==> src/pc_cfg.svh <==
////////////////////////////////////////
// build-time constants for the PC stage and timer
// include wherever the interrupt count or timer map is needed
////////////////////////////////////////
`ifndef PC_CFG_SVH
`define PC_CFG_SVH

// interrupt sources, timer sits at index 0
`define PC_NUM_IRQ 3

// timer register map, one wishbone word address bit
`define PC_TMR_ADR_COUNT 1'b0
`define PC_TMR_ADR_CMP   1'b1

// value the compare register takes out of reset
`define PC_TMR_CMP_RST 32'hffff_ffff

`endif

==> src/pc_pkg.sv <==
////////////////////////////////////////
// shared types for the PC subsystem
// import with pc_pkg::* in module headers
////////////////////////////////////////
`include "pc_cfg.svh"

package pc_pkg;

	// word address, bits 31:2 of a byte address
	typedef logic [31:2] pc_t;

	// command bundle coming back from execute
	typedef struct packed {
		logic jmp_condition;
		pc_t  jmp_adr;
		logic ecall_condition;
		logic cmd_ecall;
		logic cmd_ebreak;
		logic cmd_mret;
	} ex_cmd_t;

	// csr values the stage needs, owned elsewhere
	typedef struct packed {
		pc_t  mtvec;
		pc_t  mepc;
		logic rmie;
	} csr_view_t;

	// one bit per interrupt source
	typedef logic [`PC_NUM_IRQ-1:0] irq_vec_t;

	// wishbone classic, master to slave
	typedef struct packed {
		logic        cyc;
		logic        stb;
		logic        we;
		logic        adr;
		logic [31:0] dat;
	} wb_req_t;

	// wishbone classic, slave to master
	typedef struct packed {
		logic        ack;
		logic [31:0] dat;
	} wb_rsp_t;

endpackage

==> src/frc_timer.sv <==
////////////////////////////////////////
// free-running counter with compare, wishbone classic slave
// cmp_leq feeds interrupt source 0
////////////////////////////////////////
`timescale 1ns/1ps
`include "pc_cfg.svh"

module frc_timer
	import pc_pkg::*;
(
	input  logic    clk,
	input  logic    rst_n,
	input  wb_req_t wb_req,
	output wb_rsp_t wb_rsp,
	output logic    cmp_leq
);

	logic [31:0] count;
	logic [31:0] cmp;
	logic        ack;
	logic [31:0] rd_dat;
	logic        access;
	logic        wr_count;
	logic        wr_cmp;

	// new cycle seen, one ack per request
	assign access   = wb_req.cyc & wb_req.stb & ~ack;
	assign wr_count = access & wb_req.we & (wb_req.adr == `PC_TMR_ADR_COUNT);
	assign wr_cmp   = access & wb_req.we & (wb_req.adr == `PC_TMR_ADR_CMP);

	always_ff @(posedge clk or negedge rst_n) begin
		if (!rst_n)
			ack <= 1'b0;
		else
			ack <= access;
	end

	// counter, a write wins over the increment
	always_ff @(posedge clk or negedge rst_n) begin
		if (!rst_n)
			count <= 32'd0;
		else if (wr_count)
			count <= wb_req.dat;
		else
			count <= count + 32'd1;
	end

	always_ff @(posedge clk or negedge rst_n) begin
		if (!rst_n)
			cmp <= `PC_TMR_CMP_RST;
		else if (wr_cmp)
			cmp <= wb_req.dat;
	end

	// read data sampled with the request, held through ack
	always_ff @(posedge clk) begin
		if (access & ~wb_req.we)
			rd_dat <= (wb_req.adr == `PC_TMR_ADR_CMP) ? cmp : count;
	end

	// registered compare level
	always_ff @(posedge clk or negedge rst_n) begin
		if (!rst_n)
			cmp_leq <= 1'b0;
		else
			cmp_leq <= (cmp <= count);
	end

	assign wb_rsp.ack = ack;
	assign wb_rsp.dat = rd_dat;

endmodule

==> src/irq_edge_latch.sv <==
////////////////////////////////////////
// one interrupt source: rising edge to sticky pending
// pending drops on the next PC stage strobe
////////////////////////////////////////
`timescale 1ns/1ps

module irq_edge_latch (
	input  logic clk,
	input  logic rst_n,
	input  logic level,
	input  logic rmie,
	input  logic stage_pc,
	output logic pending
);

	logic gated;
	logic gated_q;
	logic rise;

	// only edges seen with interrupts enabled count
	assign gated = level & rmie;
	assign rise  = gated & ~gated_q;

	always_ff @(posedge clk or negedge rst_n) begin
		if (!rst_n)
			gated_q <= 1'b0;
		else
			gated_q <= gated;
	end

	// new edge beats the strobe clear
	always_ff @(posedge clk or negedge rst_n) begin
		if (!rst_n)
			pending <= 1'b0;
		else if (rise)
			pending <= 1'b1;
		else if (stage_pc)
			pending <= 1'b0;
	end

endmodule

==> src/pc_stage.sv <==
////////////////////////////////////////
// PC register and next-PC select for the multi-cycle core
// steps on stage_pc, traps vector to mtvec
////////////////////////////////////////
`timescale 1ns/1ps

module pc_stage
	import pc_pkg::*;
(
	input  logic      clk,
	input  logic      rst_n,
	input  logic      cpu_start,
	input  logic      stage_pc,
	input  pc_t       cpu_start_adr,
	input  ex_cmd_t   ex,
	input  csr_view_t csr,
	input  logic      g_exception,
	input  irq_vec_t  irq_pending,
	input  irq_vec_t  irq_level,
	output pc_t       pc,
	output pc_t       pc_excep,
	output pc_t       pc_ebreak,
	output logic      cmd_ecall_pc,
	output logic      cmd_ebreak_pc,
	output logic      irq_taken
);

	logic ecall_keep;
	logic ebreak_keep;
	logic start_ld;
	logic irq_mskd;
	logic trap;
	pc_t  pc_p1;
	pc_t  pc_next;

	// ecall keeper, held until the stage comes round
	always_ff @(posedge clk or negedge rst_n) begin
		if (!rst_n)
			ecall_keep <= 1'b0;
		else if (stage_pc)
			ecall_keep <= 1'b0;
		else if (ex.cmd_ecall)
			ecall_keep <= 1'b1;
	end

	// same for ebreak
	always_ff @(posedge clk or negedge rst_n) begin
		if (!rst_n)
			ebreak_keep <= 1'b0;
		else if (stage_pc)
			ebreak_keep <= 1'b0;
		else if (ex.cmd_ebreak)
			ebreak_keep <= 1'b1;
	end

	// start address waits for the first strobe
	always_ff @(posedge clk or negedge rst_n) begin
		if (!rst_n)
			start_ld <= 1'b0;
		else if (stage_pc)
			start_ld <= 1'b0;
		else if (cpu_start)
			start_ld <= 1'b1;
	end

	assign irq_mskd  = (|irq_pending) & csr.rmie;
	assign irq_taken = irq_mskd & stage_pc;

	// an interrupt in this strobe suppresses ecall/ebreak
	assign cmd_ecall_pc  = stage_pc & ecall_keep & csr.rmie & ~irq_taken;
	assign cmd_ebreak_pc = stage_pc & ebreak_keep & csr.rmie & ~irq_taken;

	assign trap  = ex.ecall_condition | g_exception | irq_mskd;
	assign pc_p1 = pc + 30'd1;

	// mret first, then trap, then branch
	always_comb begin
		if (ex.cmd_mret)
			pc_next = csr.mepc;
		else if (trap)
			pc_next = csr.mtvec;
		else if (ex.jmp_condition)
			pc_next = ex.jmp_adr;
		else
			pc_next = pc_p1;
	end

	always_ff @(posedge clk or negedge rst_n) begin
		if (!rst_n)
			pc <= 30'd0;
		else if (stage_pc & start_ld)
			pc <= cpu_start_adr;
		else if (stage_pc)
			pc <= pc_next;
	end

	// return address for mepc
	// ecall without a live interrupt line returns to itself
	assign pc_excep = (ex.ecall_condition & ~(|irq_level)) ? pc :
	                  ex.jmp_condition ? ex.jmp_adr : pc_p1;

	// ebreak reports the current pc
	assign pc_ebreak = pc;

endmodule

==> src/pc_subsys_top.sv <==
////////////////////////////////////////
// PC stage with timer and interrupt edge latches
// top level for simulation and integration
////////////////////////////////////////
`timescale 1ns/1ps
`include "pc_cfg.svh"

module pc_subsys_top
	import pc_pkg::*;
(
	input  logic                   clk,
	input  logic                   rst_n,
	input  logic                   cpu_start,
	input  logic                   stage_pc,
	input  pc_t                    cpu_start_adr,
	input  ex_cmd_t                ex,
	input  csr_view_t              csr,
	input  logic                   g_exception,
	input  logic [`PC_NUM_IRQ-2:0] ext_irq,
	input  wb_req_t                wb_req,
	output wb_rsp_t                wb_rsp,
	output pc_t                    pc,
	output pc_t                    pc_excep,
	output pc_t                    pc_ebreak,
	output logic                   cmd_ecall_pc,
	output logic                   cmd_ebreak_pc,
	output logic                   irq_taken
);

	logic     cmp_leq;
	irq_vec_t irq_level;
	irq_vec_t irq_pending;

	frc_timer frc_timer_i (
		.clk     (clk),
		.rst_n   (rst_n),
		.wb_req  (wb_req),
		.wb_rsp  (wb_rsp),
		.cmp_leq (cmp_leq)
	);

	// timer is source 0, external lines above it
	assign irq_level = {ext_irq, cmp_leq};

	for (genvar i = 0; i < `PC_NUM_IRQ; i++) begin : g_irq
		irq_edge_latch irq_edge_latch_i (
			.clk      (clk),
			.rst_n    (rst_n),
			.level    (irq_level[i]),
			.rmie     (csr.rmie),
			.stage_pc (stage_pc),
			.pending  (irq_pending[i])
		);
	end

	pc_stage pc_stage_i (
		.clk           (clk),
		.rst_n         (rst_n),
		.cpu_start     (cpu_start),
		.stage_pc      (stage_pc),
		.cpu_start_adr (cpu_start_adr),
		.ex            (ex),
		.csr           (csr),
		.g_exception   (g_exception),
		.irq_pending   (irq_pending),
		.irq_level     (irq_level),
		.pc            (pc),
		.pc_excep      (pc_excep),
		.pc_ebreak     (pc_ebreak),
		.cmd_ecall_pc  (cmd_ecall_pc),
		.cmd_ebreak_pc (cmd_ebreak_pc),
		.irq_taken     (irq_taken)
	);

endmodule

==> config.mk <==
export PLATFORM = sky130hd
export DESIGN_NAME = pc_subsys_top
export DESIGN_NICKNAME = d
export VERILOG_FILES = /design/src/pc_pkg.sv /design/src/frc_timer.sv /design/src/irq_edge_latch.sv /design/src/pc_stage.sv /design/src/pc_subsys_top.sv
export VERILOG_INCLUDE_DIRS = /design/src /design/src/src
export SDC_FILE = /design/constraint.sdc
export NUM_CORES = 1
export LEC_CHECK = 0
export ABC_AREA = 1
export BUFFER_PORTS_ARGS = -buffer_cell sky130_fd_sc_hd__buf_2
export CAP_MARGIN = 20
export CORE_ASPECT_RATIO = 0.5
export CORE_MARGIN = 4
export CORE_UTILIZATION = 30
export CTS_CLUSTER_DIAMETER = 60
export DETAILED_ROUTE_END_ITERATION = 12
export MAX_ROUTING_LAYER = met4
export SKIP_LAST_GASP = 1
export SLEW_MARGIN = 20
export SYNTH_ARGS = -nofsm -noshare
export SYNTH_HDL_FRONTEND = slang
export SYNTH_SLANG_ARGS = --single-unit
==> constraint.sdc <==
create_clock -name clk -period 4.83 [get_ports clk]
set_clock_uncertainty 0.15 [all_clocks]
set_input_delay 0 -clock clk [delete_from_list [all_inputs] [get_ports clk]]
set_output_delay 0 -clock clk [all_outputs]
set_load 0.01 [all_outputs]
==> results.json, run 1 <==
{
  "grt_usage_pct": 20.4,
  "synth_top_area_share_pct": 19.4,
  "fmax_mhz": 287,
  "overflow": 0,
  "arrival_ns": 3.71,
  "clk_path_buf_depth": 2,
  "tightest_slew_ns": 1.03,
  "cp.required_ns": 5.05,
  "internal_power_mw": 2.86,
  "gp_congestion": 0.907,
  "max-slew-margin-rel_pct": 31.2,
  "leakage_nw": 6.23,
  "max-cap-violations": 0,
  "num_rows": 45,
  "critPathTopFamily": "buffers and inverters",
  "grt_pass1_wl_um": 54100,
  "cp-end-kind": "flop",
  "stdcell_count": 2114,
  "cts_resized": 0,
  "cp_slowest_stage_delay_ns": 0.70,
  "period_share_pct": 72.1,
  "yosysWarningCount": 0,
  "p_comb_share_pct": 30.6,
  "start_util_pct": 30.8,
  "yosysTopAreaCell": "dfrtp_1",
  "hold_viol": 0,
  "synth_cells": 1325,
  "clk_pin_slew_ns": 0.06,
  "fin_nets": 1878,
  "worstHoldPathType": "in -> async",
  "drv_slew": 0,
  "critical_path.slowest_cell": "inv_2",
  "cts_hold_buf": 111,
  "start_kind": "flop",
  "port_buffers": 294,
  "clockPowerShare_pct": 31.7,
  "power_density_mw_per_mm2": 347,
  "vias_per_cell": 4.71,
  "critPathLaunch": "g_irq[0].irq_edge_latch_i.pending$_DFFE_PN0P_",
  "dpl.hpwl_um": 25900,
  "die_width_um": 259,
  "grt_pass1_vias": 9871,
  "cts_sinks": 137,
  "io_pins": 295,
  "ys_ff_latch": 137,
  "synth_nets": 1528,
  "antenna_found_initial": 3,
  "syn_area_per_cell_um2": 7.11,
  "netSwitchingFraction_pct": 35.6,
  "cts_setup_buffers": 0,
  "grt_max_degree": 73,
  "dieArea_mm2": 0.0345,
  "async_flop_share_pct": 76.6,
  "final_util_pct": 41.8,
  "ys_types": 41,
  "yosys-top-cells-area": "dfrtp_1 19%, nand2_1 16%, edfxtp_1 10%",
  "cts_tree": "yes",
  "core_mm2": 0.0306,
  "synth_edf_count": 32,
  "path_buf_inv": 4,
  "detail_route.drc_violations": 0,
  "crit_chain": "inv_1 -> nand3_1 -> nand2_1 -> nand2_2 -> inv_2 -> nand2_1 -> nand3_1 -> o211ai_1 -> dlygate4sd3_1 -> a22oi_1 -> dlygate4sd3_1",
  "drt_iter0_drc": 706,
  "status": "complete, no violations",
  "min_period_ns": 3.48,
  "placedCellCount": 1968,
  "setup_viol": 0,
  "p_switching_mw": 1.58,
  "area_growth_pct": 35.8,
  "regToRegStartpoint": "g_irq[0].irq_edge_latch_i.pending$_DFFE_PN0P_",
  "pwr-share-seq_pct": 37.7,
  "die_h_um": 133,
  "drt-pass1-iter-count": 5,
  "ctsHtreeMaxLevel": 4,
  "fin_tns_setup_ns": 0,
  "crit_type": "reg -> reg",
  "vias": 9961,
  "rsz0062_at_grt": "false",
  "antenna_left": 0,
  "cts_made_buffers": 17,
  "drive_gt1_share_pct": 24.9,
  "syn_area_mm2": 0.00942,
  "insertion_delay_ns": 0.44,
  "ir_worst_vdd_mv": 0.245,
  "ys.flop_type": "dfrtp_1",
  "routedWlPerCell_um": 16.5,
  "crit_fanout": 42,
  "synth-seq-area-share_pct": 38.5,
  "wl_um": 35000,
  "clock-root-buffer": "clkbuf_16"
}
==> placed cells by master (no fill, tap or decap), types with 34 or more instances in the layout <==
cell	synthesis	layout
a21oi_1	39	39
ha_1	34	34
nand3_1	70	70
dfrtp_1	73	73
nand2_1	413	413
buf_2	10	293
inv_1	124	124
nor2_1	135	135
o21ai_0	136	136
dlygate4sd3_1	0	111
==> cell type report <==
class                      instances  area (µm²)
antenna                            3        7.51
clock buffer                      20         457
clock inverter                    12         163
fill                            3269       17800
inverter                         129         484
multi-input combinational        977        4870
sequential                       137        3630
tap                              423         529
timing repair buffer             413        2650
==> final timing paths <==
check | to | slack, ns | depth (start not counted)
max | pc_stage_i.pc[2]$_DFFE_PN0P_ | 1.35 | 11
min | frc_timer_i.count[27]$_DFF_PN0_ | 0.004 | 2
max reg2reg | pc_stage_i.pc[2]$_DFFE_PN0P_ | 1.35 | 11
min reg2reg | g_irq[2].irq_edge_latch_i.pending$_DFFE_PN0P_ | 0.27 | 1
max in group asynchronous | frc_timer_i.cmp[17]$_DFFE_PN1P_ | 3.55 | 3
min in group clk | frc_timer_i.count[10]$_DFF_PN0_ | 0.02 | 6
==> power groups by stage <==
stage	sequential, mW	combinational, mW	clock, mW
6_report	1.67	1.36	1.41
3_3_place_gp	1.69	1.25	0
4_1_cts	1.67	1.36	1.45
5_1_grt	1.71	1.55	1.49
3_5_place_dp	1.69	1.26	0
2_1_floorplan	1.64	0.859	0
==> state kept, by name (all words and copies together), names as in the netlist, 3 cells and up <==
name and cells:
g_irq.irq_edge_latch_i.pending 3, frc_timer_i.rd_dat 32, frc_timer_i.count 32, frc_timer_i.cmp 32, g_irq.irq_edge_latch_i.gated_q 3, pc_stage_i.pc 30
==> synth_stat cells (all sizes together), types with 2 or more instances <==
library cell,count
o21bai,5
clkbuf,40
nand4,12
a22oi,2
nand3,73
o221ai,2
dfrtp,73
o22ai,4
ha,34
nand2,423
mux2,12
buf,42
o21a,2
inv,128
o21ai,143
nor2,155
o211ai,8
xor2,22
edfxtp,32
a21oi,41
nor4,4
dfstp,32
a31oi,16
nor3,15
==> through the flow <==
stage	setup WS [ns]	power (mW)	area (µm²)	hold slack, ns
after floorplan	0.587	2.50	9420	-0.446
after global placement	2.32	2.94	11000	0.0708
after detailed placement	2.19	2.95	11000	0.0798
after CTS	1.38	4.48	12800	0.00508
after global routing	1.07	4.74	12800	0.0442
final	1.35	4.44	12800	0.00404
==> metal layers <==
layer  vias to the layer above  routed length [µm]  track usage, %
met5                         -                   0               -
met4                         0                 884            6.62
met2                       270               17800            35.7
met1                      4653               14700            24.6
met3                        57                1570            2.64
li1                       4981                   -               -
==> cell families after synthesis <==
kind of cell / after synthesis / share of synthesized area [%]
DFF: 137 / 38.5
adders and majority gates: 34 / 4.52
and+or+nand+nor: 685 / 30.8
buffers and inverters: 211 / 9.83
muxes: 12 / 1.43
AOI/OAI and AO/OA: 224 / 12.8
xor gates and xnor gates: 22 / 2.05
No activity file was read; power rests on OpenSTA's default activity.
==> inputs of run 2 (changes only) <==
==> constraint.sdc (replaced) <==
create_clock -name clk -period 3.6 [get_ports clk]
set_clock_uncertainty 0.15 [all_clocks]
set_input_delay 0 -clock clk [delete_from_list [all_inputs] [get_ports clk]]
set_output_delay 0 -clock clk [all_outputs]
set_load 0.01 [all_outputs]
==> run 2 against run 1 <==
Net effect:
- setup slack worse by 1.1 ns
- highest routed layer unchanged
- die area stayed put
- critical path depth is 3 higher
- count of clock-buffer cells in the layout is 1 lower
- largest power group unchanged
- total power is 30% higher
- final area is 0.99% higher
- hold slack better by 0.070 ns
- sequential share of layout area is 0.28 points lower
- via count is 1.4% higher
- utilization is 0.41 points higher
- cell count is 0.95% higher
- register-to-register slack worse by 1.1 ns
==> results.json, run 2 (synthesized netlist as in run 1, its figures left out) <==
{
  "vias_per_cell": 4.73,
  "port_buffers": 294,
  "die_width_um": 259,
  "critical_path.slowest_cell": "dlygate4sd3_1",
  "cp.required_ns": 3.76,
  "pwr-share-seq_pct": 38.8,
  "min_period_ns": 3.34,
  "drive_gt1_share_pct": 24.7,
  "start_kind": "flop",
  "fin_tns_setup_ns": 0,
  "die_h_um": 133,
  "start_util_pct": 30.8,
  "path_buf_inv": 2,
  "core_mm2": 0.0306,
  "cts_made_buffers": 17,
  "max-slew-margin-rel_pct": 40.9,
  "internal_power_mw": 3.67,
  "placedCellCount": 1973,
  "detail_route.drc_violations": 0,
  "gp_congestion": 0.894,
  "drv_slew": 0,
  "clock-root-buffer": "clkbuf_16",
  "overflow": 0,
  "cp_common_cell": "nand2_1",
  "hold_viol": 0,
  "crit_chain": "ha_1 -> nand2_2 -> nor2_4 -> nand2_4 -> nor2_2 -> nand3_1 -> nand3_1 -> o211ai_1 -> nand2_1 -> nand2_1 -> nand2_1 -> dlygate4sd3_1 -> nand2_1 -> dlygate4sd3_1",
  "layout_commonest_cell": "nand2_1",
  "cts_tree": "yes",
  "rrSetupSlack_ns": 0.26,
  "period_share_pct": 92.9,
  "tightest_slew_ns": 0.886,
  "grt_pass1_wl_um": 55000,
  "reg.largest.list": "frc_timer_i.cmp x32, frc_timer_i.count x32, frc_timer_i.rd_dat x32",
  "wl_um": 35700,
  "fin_nets": 1898,
  "crit_fanout": 6,
  "cts_sinks": 137,
  "io_pins": 295,
  "cts_setup_buffers": 0,
  "num_rows": 45,
  "clk_path_buf_depth": 2,
  "p_switching_mw": 2.11,
  "clockPowerShare_pct": 29.0,
  "max-cap-violations": 0,
  "grt_usage_pct": 20.7,
  "vias": 10096,
  "critPathTopFamily": "buffers and inverters",
  "power_density_mw_per_mm2": 448,
  "drt_iter0_drc": 627,
  "crit_type": "reg -> reg",
  "dieArea_mm2": 0.0345,
  "arrival_ns": 3.51,
  "stdcell_count": 2134,
  "routedWlPerCell_um": 16.7,
  "fill_cells": 3217,
  "final_cell_mix": "413 x nand2_1, 293 x buf_2, 136 x o21ai_0, 135 x nor2_1, 126 x dlygate4sd3_1",
  "drt-pass1-iter-count": 5,
  "netSwitchingFraction_pct": 36.5,
  "status": "complete, no violations",
  "ctsHtreeMaxLevel": 4,
  "antenna_left": 0,
  "setup_viol": 0,
  "cp-end-kind": "flop",
  "grt_pass1_vias": 9898,
  "area_growth_pct": 37.1,
  "leakage_nw": 6.27,
  "ir_worst_vdd_mv": 0.306,
  "antenna_found_initial": 4,
  "grt_max_degree": 65,
  "dpl.hpwl_um": 26300,
  "p_comb_share_pct": 32.2,
  "cp_slowest_stage_delay_ns": 0.55,
  "insertion_delay_ns": 0.44,
  "clk_pin_slew_ns": 0.07,
  "rsz0062_at_grt": "false",
  "fmax_mhz": 299,
  "worstHoldPathType": "in -> async"
}
[run 2: worst paths after layout]
path | start | endpoint | cells after the start
max | pc_stage_i.pc[1]$_DFFE_PN0P_ | pc_stage_i.pc[18]$_DFFE_PN0P_ | 14
min | rst_n | frc_timer_i.count[26]$_DFF_PN0_ | 2
max reg2reg | pc_stage_i.pc[1]$_DFFE_PN0P_ | pc_stage_i.pc[18]$_DFFE_PN0P_ | 14
min reg2reg | g_irq[2].irq_edge_latch_i.gated_q$_DFF_PN0_ | g_irq[2].irq_edge_latch_i.pending$_DFFE_PN0P_ | 1
max in group asynchronous | rst_n | frc_timer_i.cmp[10]$_DFFE_PN1P_ | 3
min in group clk | wb_req[33] | frc_timer_i.count[3]$_DFF_PN0_ | 6
[run 2: power groups by stage]
| stage | Clock (mW) | Sequential, mW | Combinational (mW) |
|---|---|---|---|
| after global placement | 0 | 2.26 | 1.69 |
| after floorplan | 0 | 2.20 | 1.15 |
| final | 1.68 | 2.24 | 1.86 |
| after CTS | 1.72 | 2.24 | 1.87 |
| after detailed placement | 0 | 2.27 | 1.70 |
| after global routing | 1.79 | 2.28 | 2.12 |
[run 2: layout make-up]
| cell class | count | area, µm² | area share (%) |
|---|---|---|---|
| sequential | 137 | 3630 | 28.1 |
| multi-input combinational | 977 | 4880 | 37.8 |
| tap | 423 | 529 | 4.10 |
| inverter | 129 | 487 | 3.77 |
| clock buffer | 19 | 433 | 3.35 |
| clock inverter | 12 | 103 | 0.794 |
| antenna | 4 | 10.0 | 0.0775 |
| timing repair buffer | 433 | 2850 | 22.0 |
[run 2: repair_timing]
action,in CTS,in global routing
hold buffers,126,0
setup endpoints to repair,0,7
endpoints found under the hold margin,160,0
resized for setup,0,2
[run 2: per-layer routing]
metal	track usage (%)	vias to the layer above	wire, µm
met5	-	-	0
met1	25.0	4753	15200
met4	5.36	0	679
li1	-	5011	-
met3	3.13	45	1530
met2	36.6	287	18200
[run 2: stage by stage]
| step | setup slack (ns) | total power, mW | cell area [µm²] | utilization, % | hold WS [ns] |
|---|---|---|---|---|---|
| 2_1_floorplan | 0.716 | 3.35 | 9430 | - | -0.446 |
| 3_3_place_gp | 1.25 | 3.95 | 11100 | 36.3 | 0.0305 |
| 3_5_place_dp | 1.16 | 3.97 | 11100 | 36.3 | 0.0269 |
| 4_1_cts | 0.151 | 5.83 | 12900 | 42.1 | 0.0614 |
| 5_1_grt | 0.0377 | 6.19 | 12900 | 42.2 | 0.0977 |
| 6_report | 0.256 | 5.78 | 12900 | 42.2 | 0.0739 |
